$ cat src/verilog/tile_pkg.sv
/*
  Shared types and address map for the memory-side tile.
  Holds the command and response structs, the opcode, device and target
  enums, and the register offsets of the cfg and clint windows.
*/
package tile_pkg;

  localparam int ADDR_W  = 32;
  localparam int DATA_W  = 64;
  localparam int DEV_LSB = 16;

  // Anything below this base is a local device access
  localparam logic [ADDR_W-1:0] MEM_BASE = 32'h8000_0000;

  typedef enum logic
  {
    e_op_rd,
    e_op_wr
  } mem_op_e;

  typedef enum logic [3:0]
  {
    e_dev_mem   = 4'd0,
    e_dev_clint = 4'd1,
    e_dev_cfg   = 4'd2
  } dev_e;

  // Index order doubles as response priority, lowest first
  typedef enum logic [1:0]
  {
    e_tgt_mem,
    e_tgt_cfg,
    e_tgt_clint,
    e_tgt_loop
  } tgt_e;

  typedef struct packed
  {
    mem_op_e           op;
    logic [ADDR_W-1:0] addr;
    logic [DATA_W-1:0] data;
  } mem_cmd_s;

  typedef struct packed
  {
    mem_op_e           op;
    logic [ADDR_W-1:0] addr;
    logic [DATA_W-1:0] data;
  } mem_resp_s;

  typedef struct packed
  {
    logic       freeze;
    logic [7:0] core_id;
  } cfg_s;

  // Clint window offsets
  localparam logic [15:0] CLINT_MSIP_OFS     = 16'h0000;
  localparam logic [15:0] CLINT_MTIMECMP_OFS = 16'h4000;
  localparam logic [15:0] CLINT_MEIP_OFS     = 16'h8000;
  localparam logic [15:0] CLINT_MTIME_OFS    = 16'hBFF8;

  // Cfg window offsets
  localparam logic [7:0] CFG_FREEZE_OFS  = 8'h00;
  localparam logic [7:0] CFG_CORE_ID_OFS = 8'h08;

endpackage
$ cat src/verilog/cfg_regs.sv
/*
  Configuration register block. Holds freeze and core_id, answers reads
  and writes from the dispatcher and drives them onto cfg_o.
*/
`timescale 1ns/1ps

module cfg_regs
(
  input  logic                clk_i,
  input  logic                rst_i,
  input  tile_pkg::mem_cmd_s  cmd_i,
  input  logic                cmd_v_i,
  output logic                cmd_ready_o,
  output tile_pkg::mem_resp_s resp_o,
  output logic                resp_v_o,
  input  logic                resp_yumi_i,
  output tile_pkg::cfg_s      cfg_o
);
  import tile_pkg::*;

  cfg_s              cfg_r;
  mem_resp_s         resp_r;
  logic              resp_v_r;
  logic [7:0]        ofs;
  logic [DATA_W-1:0] rdata;
  logic              is_wr;

  assign ofs   = cmd_i.addr[7:0];
  assign is_wr = (cmd_i.op == e_op_wr);

  always_comb
  begin
    case (ofs)
      CFG_FREEZE_OFS:  rdata = DATA_W'(cfg_r.freeze);
      CFG_CORE_ID_OFS: rdata = DATA_W'(cfg_r.core_id);
      default:         rdata = '0;
    endcase
  end

  always_ff @(posedge clk_i)
  begin
    if (rst_i)
    begin
      cfg_r    <= '{freeze: 1'b1, core_id: 8'd0};
      resp_v_r <= 1'b0;
    end
    else
    begin
      if (cmd_v_i && is_wr && ofs == CFG_FREEZE_OFS)
        cfg_r.freeze <= cmd_i.data[0];
      if (cmd_v_i && is_wr && ofs == CFG_CORE_ID_OFS)
        cfg_r.core_id <= cmd_i.data[7:0];
      if (cmd_v_i)
        resp_v_r <= 1'b1;
      else if (resp_yumi_i)
        resp_v_r <= 1'b0;
    end
  end

  always_ff @(posedge clk_i)
  begin
    if (cmd_v_i)
    begin
      resp_r <= '{op: cmd_i.op, addr: cmd_i.addr, data: is_wr ? '0 : rdata};
    end
  end

  assign cmd_ready_o = ~resp_v_r;
  assign resp_o      = resp_r;
  assign resp_v_o    = resp_v_r;
  assign cfg_o       = cfg_r;

endmodule

$ cat src/verilog/clint_slice.sv
/*
  Interrupt and timer slice. mtime runs freely and is compared with
  mtimecmp for the timer interrupt; msip and meip drive the software and
  external interrupts. All four registers are readable and writable.
*/
`timescale 1ns/1ps

module clint_slice
(
  input  logic                clk_i,
  input  logic                rst_i,
  input  tile_pkg::mem_cmd_s  cmd_i,
  input  logic                cmd_v_i,
  output logic                cmd_ready_o,
  output tile_pkg::mem_resp_s resp_o,
  output logic                resp_v_o,
  input  logic                resp_yumi_i,
  output logic                timer_irq_o,
  output logic                software_irq_o,
  output logic                external_irq_o
);
  import tile_pkg::*;

  logic [DATA_W-1:0] mtime_r;
  logic [DATA_W-1:0] mtimecmp_r;
  logic              msip_r;
  logic              meip_r;
  mem_resp_s         resp_r;
  logic              resp_v_r;
  logic [15:0]       ofs;
  logic              wr_v;
  logic [DATA_W-1:0] rdata;

  assign ofs  = cmd_i.addr[15:0];
  assign wr_v = cmd_v_i && (cmd_i.op == e_op_wr);

  always_comb
  begin
    case (ofs)
      CLINT_MSIP_OFS:     rdata = DATA_W'(msip_r);
      CLINT_MEIP_OFS:     rdata = DATA_W'(meip_r);
      CLINT_MTIMECMP_OFS: rdata = mtimecmp_r;
      CLINT_MTIME_OFS:    rdata = mtime_r;
      default:            rdata = '0;
    endcase
  end

  always_ff @(posedge clk_i)
  begin
    if (rst_i)
    begin
      mtime_r    <= '0;
      mtimecmp_r <= '1;
      msip_r     <= 1'b0;
      meip_r     <= 1'b0;
      resp_v_r   <= 1'b0;
    end
    else
    begin
      // A write to mtime takes over from the increment
      if (wr_v && ofs == CLINT_MTIME_OFS)
        mtime_r <= cmd_i.data;
      else
        mtime_r <= mtime_r + 1'b1;
      if (wr_v && ofs == CLINT_MTIMECMP_OFS)
        mtimecmp_r <= cmd_i.data;
      if (wr_v && ofs == CLINT_MSIP_OFS)
        msip_r <= cmd_i.data[0];
      if (wr_v && ofs == CLINT_MEIP_OFS)
        meip_r <= cmd_i.data[0];
      if (cmd_v_i)
        resp_v_r <= 1'b1;
      else if (resp_yumi_i)
        resp_v_r <= 1'b0;
    end
  end

  always_ff @(posedge clk_i)
  begin
    if (cmd_v_i)
    begin
      resp_r <= '{op: cmd_i.op, addr: cmd_i.addr, data: (cmd_i.op == e_op_wr) ? '0 : rdata};
    end
  end

  assign cmd_ready_o    = ~resp_v_r;
  assign resp_o         = resp_r;
  assign resp_v_o       = resp_v_r;
  assign timer_irq_o    = (mtime_r >= mtimecmp_r);
  assign software_irq_o = msip_r;
  assign external_irq_o = meip_r;

endmodule

$ cat src/verilog/cmd_dispatch.sv
/*
  Address decode for incoming commands. Picks one of four targets and
  raises its valid only when every target is ready, so a command is
  never consumed by one target while the tile stalls it.
*/
`timescale 1ns/1ps

module cmd_dispatch
(
  input  tile_pkg::mem_cmd_s cmd_i,
  input  logic               cmd_v_i,
  input  logic [3:0]         tgt_ready_i,
  output logic               cmd_ready_o,
  output tile_pkg::mem_cmd_s tgt_cmd_o,
  output logic [3:0]         tgt_v_o
);
  import tile_pkg::*;

  logic local_cmd;
  dev_e dev;
  tgt_e tgt_sel;

  assign local_cmd = (cmd_i.addr < MEM_BASE);
  assign dev       = dev_e'(cmd_i.addr[DEV_LSB +: 4]);

  always_comb
  begin
    if (!local_cmd)
    begin
      tgt_sel = e_tgt_mem;
    end
    else
    begin
      case (dev)
        e_dev_mem:   tgt_sel = e_tgt_mem;
        e_dev_cfg:   tgt_sel = e_tgt_cfg;
        e_dev_clint: tgt_sel = e_tgt_clint;
        default:     tgt_sel = e_tgt_loop;
      endcase
    end
  end

  assign cmd_ready_o = &tgt_ready_i;

  // Gate with the combined ready
  assign tgt_v_o   = (cmd_v_i && cmd_ready_o) ? (4'b0001 << tgt_sel) : 4'b0000;
  assign tgt_cmd_o = cmd_i;

endmodule

$ cat src/verilog/local_mem.sv
/*
  Word-addressed storage standing in for the cached memory path.
  Depth is MEM_WORDS_P 64-bit words; the word index wraps at the depth.
*/
`timescale 1ns/1ps

module local_mem
#(
  parameter int MEM_WORDS_P = 64
)
(
  input  logic                clk_i,
  input  logic                rst_i,
  input  tile_pkg::mem_cmd_s  cmd_i,
  input  logic                cmd_v_i,
  output logic                cmd_ready_o,
  output tile_pkg::mem_resp_s resp_o,
  output logic                resp_v_o,
  input  logic                resp_yumi_i
);
  import tile_pkg::*;

  localparam int IDX_W = $clog2(MEM_WORDS_P);

  logic [DATA_W-1:0] mem_r [MEM_WORDS_P];
  logic [IDX_W-1:0]  word_idx;
  logic              is_wr;
  mem_resp_s         resp_r;
  logic              resp_v_r;

  // Skip the byte offset, then wrap at the depth
  assign word_idx = IDX_W'(cmd_i.addr[ADDR_W-1:3] % MEM_WORDS_P);
  assign is_wr    = (cmd_i.op == e_op_wr);

  always_ff @(posedge clk_i)
  begin
    if (cmd_v_i && is_wr)
      mem_r[word_idx] <= cmd_i.data;
    if (cmd_v_i)
      resp_r <= '{op: cmd_i.op, addr: cmd_i.addr, data: is_wr ? '0 : mem_r[word_idx]};
  end

  always_ff @(posedge clk_i)
  begin
    if (rst_i)
      resp_v_r <= 1'b0;
    else if (cmd_v_i)
      resp_v_r <= 1'b1;
    else if (resp_yumi_i)
      resp_v_r <= 1'b0;
  end

  assign cmd_ready_o = ~resp_v_r;
  assign resp_o      = resp_r;
  assign resp_v_o    = resp_v_r;

endmodule

$ cat src/verilog/mem_tile.sv
/*
  Top level of the memory-side tile. Registers reset, fans commands out to
  memory, cfg, clint and loopback, and merges their responses into one
  valid/ready stream.
*/
`timescale 1ns/1ps

module mem_tile
#(
  parameter int MEM_WORDS_P = 64
)
(
  input  logic                clk_i,
  input  logic                rst_i,
  input  tile_pkg::mem_cmd_s  cmd_i,
  input  logic                cmd_v_i,
  output logic                cmd_ready_o,
  output tile_pkg::mem_resp_s resp_o,
  output logic                resp_v_o,
  input  logic                resp_ready_i,
  output tile_pkg::cfg_s      cfg_o,
  output logic                timer_irq_o,
  output logic                software_irq_o,
  output logic                external_irq_o
);
  import tile_pkg::*;

  logic            rst_r;
  mem_cmd_s        tgt_cmd;
  logic [3:0]      tgt_v;
  logic [3:0]      tgt_ready;
  mem_resp_s [2:0] tgt_resp;
  logic [2:0]      tgt_resp_v;
  logic [2:0]      tgt_yumi;

  // Internal reset lags the pin by one cycle
  always_ff @(posedge clk_i)
  begin
    rst_r <= rst_i;
  end

  cmd_dispatch dispatch_i
  (
    .cmd_i       (cmd_i),
    .cmd_v_i     (cmd_v_i),
    .tgt_ready_i (tgt_ready),
    .cmd_ready_o (cmd_ready_o),
    .tgt_cmd_o   (tgt_cmd),
    .tgt_v_o     (tgt_v)
  );

  local_mem #(.MEM_WORDS_P(MEM_WORDS_P)) mem_i
  (
    .clk_i       (clk_i),
    .rst_i       (rst_r),
    .cmd_i       (tgt_cmd),
    .cmd_v_i     (tgt_v[e_tgt_mem]),
    .cmd_ready_o (tgt_ready[e_tgt_mem]),
    .resp_o      (tgt_resp[e_tgt_mem]),
    .resp_v_o    (tgt_resp_v[e_tgt_mem]),
    .resp_yumi_i (tgt_yumi[e_tgt_mem])
  );

  cfg_regs cfg_i
  (
    .clk_i       (clk_i),
    .rst_i       (rst_r),
    .cmd_i       (tgt_cmd),
    .cmd_v_i     (tgt_v[e_tgt_cfg]),
    .cmd_ready_o (tgt_ready[e_tgt_cfg]),
    .resp_o      (tgt_resp[e_tgt_cfg]),
    .resp_v_o    (tgt_resp_v[e_tgt_cfg]),
    .resp_yumi_i (tgt_yumi[e_tgt_cfg]),
    .cfg_o       (cfg_o)
  );

  clint_slice clint_i
  (
    .clk_i          (clk_i),
    .rst_i          (rst_r),
    .cmd_i          (tgt_cmd),
    .cmd_v_i        (tgt_v[e_tgt_clint]),
    .cmd_ready_o    (tgt_ready[e_tgt_clint]),
    .resp_o         (tgt_resp[e_tgt_clint]),
    .resp_v_o       (tgt_resp_v[e_tgt_clint]),
    .resp_yumi_i    (tgt_yumi[e_tgt_clint]),
    .timer_irq_o    (timer_irq_o),
    .software_irq_o (software_irq_o),
    .external_irq_o (external_irq_o)
  );

  resp_collect collect_i
  (
    .clk_i        (clk_i),
    .rst_i        (rst_r),
    .loop_cmd_i   (tgt_cmd),
    .loop_v_i     (tgt_v[e_tgt_loop]),
    .loop_ready_o (tgt_ready[e_tgt_loop]),
    .tgt_resp_i   (tgt_resp),
    .tgt_resp_v_i (tgt_resp_v),
    .tgt_yumi_o   (tgt_yumi),
    .resp_o       (resp_o),
    .resp_v_o     (resp_v_o),
    .resp_ready_i (resp_ready_i)
  );

endmodule

$ cat src/verilog/resp_collect.sv
/*
  Response side of the tile. Contains the loopback responder for unmapped
  local devices and merges the four response streams with fixed priority.
  Yumi goes back only to the granted source.
*/
`timescale 1ns/1ps

module resp_collect
(
  input  logic                     clk_i,
  input  logic                     rst_i,
  input  tile_pkg::mem_cmd_s       loop_cmd_i,
  input  logic                     loop_v_i,
  output logic                     loop_ready_o,
  input  tile_pkg::mem_resp_s [2:0] tgt_resp_i,
  input  logic [2:0]               tgt_resp_v_i,
  output logic [2:0]               tgt_yumi_o,
  output tile_pkg::mem_resp_s      resp_o,
  output logic                     resp_v_o,
  input  logic                     resp_ready_i
);
  import tile_pkg::*;

  mem_resp_s       loop_resp_r;
  logic            loop_v_r;
  logic            loop_yumi;
  logic [3:0]      req;
  mem_resp_s [3:0] resp_all;
  tgt_e            sel;
  logic            take;

  // Loopback echoes opcode and address with zero data
  always_ff @(posedge clk_i)
  begin
    if (rst_i)
    begin
      loop_v_r <= 1'b0;
    end
    else if (loop_v_i)
    begin
      loop_v_r <= 1'b1;
    end
    else if (loop_yumi)
    begin
      loop_v_r <= 1'b0;
    end
  end

  always_ff @(posedge clk_i)
  begin
    if (loop_v_i)
    begin
      loop_resp_r <= '{op: loop_cmd_i.op, addr: loop_cmd_i.addr, data: '0};
    end
  end

  assign loop_ready_o = ~loop_v_r;

  assign req      = {loop_v_r, tgt_resp_v_i};
  assign resp_all = {loop_resp_r, tgt_resp_i};

  // Lowest valid index wins
  always_comb
  begin
    sel = e_tgt_loop;
    for (int i = 2; i >= 0; i--)
    begin
      if (req[i])
      begin
        sel = tgt_e'(i);
      end
    end
  end

  assign resp_o   = resp_all[sel];
  assign resp_v_o = |req;
  assign take     = resp_v_o & resp_ready_i;

  assign tgt_yumi_o[e_tgt_mem]   = take & (sel == e_tgt_mem);
  assign tgt_yumi_o[e_tgt_cfg]   = take & (sel == e_tgt_cfg);
  assign tgt_yumi_o[e_tgt_clint] = take & (sel == e_tgt_clint);
  assign loop_yumi               = take & (sel == e_tgt_loop);

endmodule

$ cat config.mk
export PLATFORM = sky130hd
export DESIGN_NAME = mem_tile
export DESIGN_NICKNAME = d
export VERILOG_FILES = /design/src/verilog/tile_pkg.sv /design/src/verilog/cfg_regs.sv /design/src/verilog/clint_slice.sv /design/src/verilog/cmd_dispatch.sv /design/src/verilog/local_mem.sv /design/src/verilog/mem_tile.sv /design/src/verilog/resp_collect.sv
export SDC_FILE = /design/constraint.sdc
export NUM_CORES = 2
export LEC_CHECK = 0
export BUFFER_PORTS_ARGS = -buffer_cell sky130_fd_sc_hd__buf_4
export CAP_MARGIN = 20
export CORE_MARGIN = 1.5
export CORE_UTILIZATION = 40
export DETAILED_ROUTE_END_ITERATION = 6
export PLACE_DENSITY_LB_ADDON = 0.12
export SETUP_SLACK_MARGIN = 0.5
export SYNTH_ARGS = -nofsm -noshare
export SYNTH_HDL_FRONTEND = slang
export SYNTH_SLANG_ARGS = --single-unit
export TNS_END_PERCENT = 50
$ cat constraint.sdc
create_clock -name clk_i -period 26.2 [get_ports clk_i]
set_clock_uncertainty 0.1 [all_clocks]
set_input_delay 5.24 -clock clk_i [delete_from_list [all_inputs] [get_ports clk_i]]
set_output_delay 5.24 -clock clk_i [all_outputs]
set_load 0.01 [all_outputs]
==> results.cfg <==
[floorplanning]
die_y_microns = 663
coreArea_sq_um = 434000
dieArea_sq_um = 439000
rows = 242
die_w_microns = 663
num_io_pins = 212
start_util = 0.401

[drt]
drt-total-wl_mm = 711
wl_per_cell_microns = 44.1
route.detailed.drc = 1
routed_via_density = 6.63
drt_iter0_markers = 18200
ant_nets = 0
vias = 107000
firstDrtPassIters = 7

[worst_hold_path]
hold_path.class = flip-flop to flip-flop
hold_path_end = collect_i.loop_v_r
holdPathStages = 2
worst_hold_startpoint = collect_i.loop_v_r

[timing]
hold_violations = 0
clock.fmax_mhz = 101
setup_violations = 0
worst_slew_pin_slew_ns = 1.37
whs_ns = 0.389
fin_crit_ns = 9.94
rsz0062_at_grt = no
drv_slew = 0
period_share = 0.380
finalSetupTns_ns = 0
slew_headroom = 0.0838

[pwr]
clkPwrFrac = 0.425
p_switching_w = 0.00351
intPower_w = 0.0118
switching_share = 0.229
p_leak_nw = 63.1
seqPwrFrac = 0.521
cellPowerDensity_nw_per_um2 = 77.0
combinationalPowerShare = 0.055
ir_drop_uv = 62.1

[layout]
drive_gt1_frac = 0.196
final_nets = 10100
n_fill_cell = 37100
area_growth_syn_to_layout_pct = 14.0

[cts]
cts_tree = done
cts_root_buffer = clkbuf_16
cts_max_path_buffers = 4
cts.clk_slew.worst_paths_ns = 0.06
ctsHoldBuffers = 0
cts_num_sinks = 4508
cts-resized-gates = 0
htreeDepth = 5
postCtsSetupBuffers = 0
clk_latency_ns = 1.05
cts_inserted_buffers = 464

[synthesis]
yosysTopAreaCell = edfxtp_1
async_flop_share = 0
synth_flop_cell = edfxtp_1
ys_seq_elements = 4508
avgSynthCellArea_sq_um = 18.2
synthesis.area_sq_um = 174000
synthTopCellsByArea = edfxtp_1, mux4_2, a221oi_1
netlist_instances = 9569
synth.yosys.warnings = 0
yosysSeqAreaShare = 0.769
synth_edf_count = 4364
synth_nets = 9735
synth_top_area_share = 0.752
synth.distinct_cells = 76

[global_route]
grt_max_degree = 125
grtUsageTotal = 0.315
antenna_found_initial = 93
grt_pass1_wl_mm = 940
grt_pass1_vias = 102000
gr-total-overflow = 0

[outcome]
violations = design-rule violations
status = complete, but fails checks

[worst_setup_path]
ff2ff_path_depth = 10
reg2reg_from = mem_i.resp_v_o
reg2reg_to = mem_i.mem_r[1][26]
r2r_slack_ns = 19.36
crit_fanout = 29
crit_path_end_kind = flip-flop
critPathKind = input port to flip-flop
cp-start-kind = input port
critPathArrivalTime_ns = 10.47
critPathRequiredTime_ns = 26.72

[placed_design]
io_buffer_count = 211
place_congestion = 0.847
hpwl_mm = 397

[flow_run]
drv_cap = 0
==> final cells by class <==
cell class	count	area (sq um)	share of cell area
Tap cell	5734	7170	0.0361
Antenna cell	41	103	0.000517
Sequential cell	4508	134000	0.674
Multi-Input combinational cell	4312	37800	0.190
Clock inverter	268	2320	0.0117
Inverter	83	344	0.00173
Clock buffer	590	12300	0.0618
Timing Repair Buffer	578	4660	0.0235
==> how the worst max path moves through the flow <==
stage / cells after the start / endpoint / startpoint
CTS: 10 / mem_i.mem_r[51][6] / cmd_i[81]
floorplan: 2 / clint_i.resp_o[0] / cmd_i[81]
detailed placement: 10 / mem_i.mem_r[51][12] / cmd_i[81]
global placement: 10 / mem_i.mem_r[28][0] / cmd_i[81]
global route: 10 / mem_i.mem_r[51][45] / cmd_i[81]
finish: 10 / mem_i.mem_r[1][26] / cmd_i[81]
==> power by group through the flow <==
stage          logic, W  registers, W  clock network, W
3_3_place_gp   0.000812       0.00811                 0
5_1_grt        0.000851       0.00796           0.00680
6_report       0.000837       0.00796           0.00650
4_1_cts        0.000821       0.00796           0.00655
3_5_place_dp   0.000820       0.00811                 0
2_1_floorplan  0.000363       0.00808                 0
==> placed cells by master (no fill, tap or decap), types with 48 or more instances in the layout <==
cell	instances
nand2_1	236
a22o_1	116
mux2_2	333
clkbuf_1	115
nor3_1	48
a211oi_1	80
o22ai_1	171
a211o_1	70
nor2_4	75
o21ai_0	200
a221oi_1	477
edfxtp_1	4364
dfxtp_1	141
ha_1	65
inv_1	79
a31oi_1	61
a22oi_1	467
a21oi_1	276
clkinv_2	83
nor2_1	388
mux4_2	362
clkinv_1	116
buf_4	551
clkbuf_16	471
mux2i_1	352
==> synth_stat cells (all sizes together), types with 53 or more instances <==
cell type and number:
edfxtp 4364, a221oi 477, a22oi 467, nor2 465, mux4 362, mux2i 352
clkbuf 340, mux2 333, buf 326, a21oi 276, nand2 237, o21ai 200
o22ai 171, dfxtp 144, a22o 116, inv 83, a211oi 80, a211o 70
ha 65, a31oi 61, nor3 53
==> critical path: stages <==
cell      delay [ns]
buf_4           0.13
or3_1           0.46
nor2_1          0.13
o211ai_1        0.10
buf_4           0.21
nor2_1          0.82
nand2_1         0.77
nor2_4          0.89
buf_4           0.74
buf_4           0.81
==> cell families after synthesis <==
group / Yosys count / share of synthesized area
DFF: 4508 / 0.769
AOI/OAI and AO/OA: 2171 / 0.0919
muxes: 1047 / 0.0886
and+or+nand+nor: 968 / 0.0245
buffers and inverters: 749 / 0.0184
adders and majority gates: 65 / 0.00467
xor gates and xnor gates: 61 / 0.00307
==> routing by layer <==
layer	wire length [microns]	track usage	vias up	part of all wire
li1	-	-	40500	-
met1	269000	0.427	57200	0.38
met2	321000	0.490	7711	0.45
met3	84900	0.0751	1436	0.12
met4	35300	0.132	48	0.050
met5	350	0	-	0.00049
==> through the flow <==
stage	util	worst slack (ns)	cell area, sq um	power (W)	cells
floorplan	-	13.05	174000	0.00845	9569
global placement	0.423	15.42	184000	0.00893	15200
global route	0.458	16.37	199000	0.0156	16100
detailed placement	0.424	15.46	184000	0.00893	15200
finish	0.458	16.26	199000	0.0153	16100
CTS	0.457	16.52	198000	0.0153	16100
==> state kept, by name (all words and copies together) (netlist names), 9 cells and up <==
name                   cells
cfg_i.cfg_o                9
cfg_i.resp_o              41
clint_i.mtime_r           64
clint_i.mtimecmp_r        64
clint_i.resp_o            97
collect_i.loop_resp_r     33
mem_i.mem_r             4096
mem_i.resp_o              97
(Power assumes the default switching activity.)
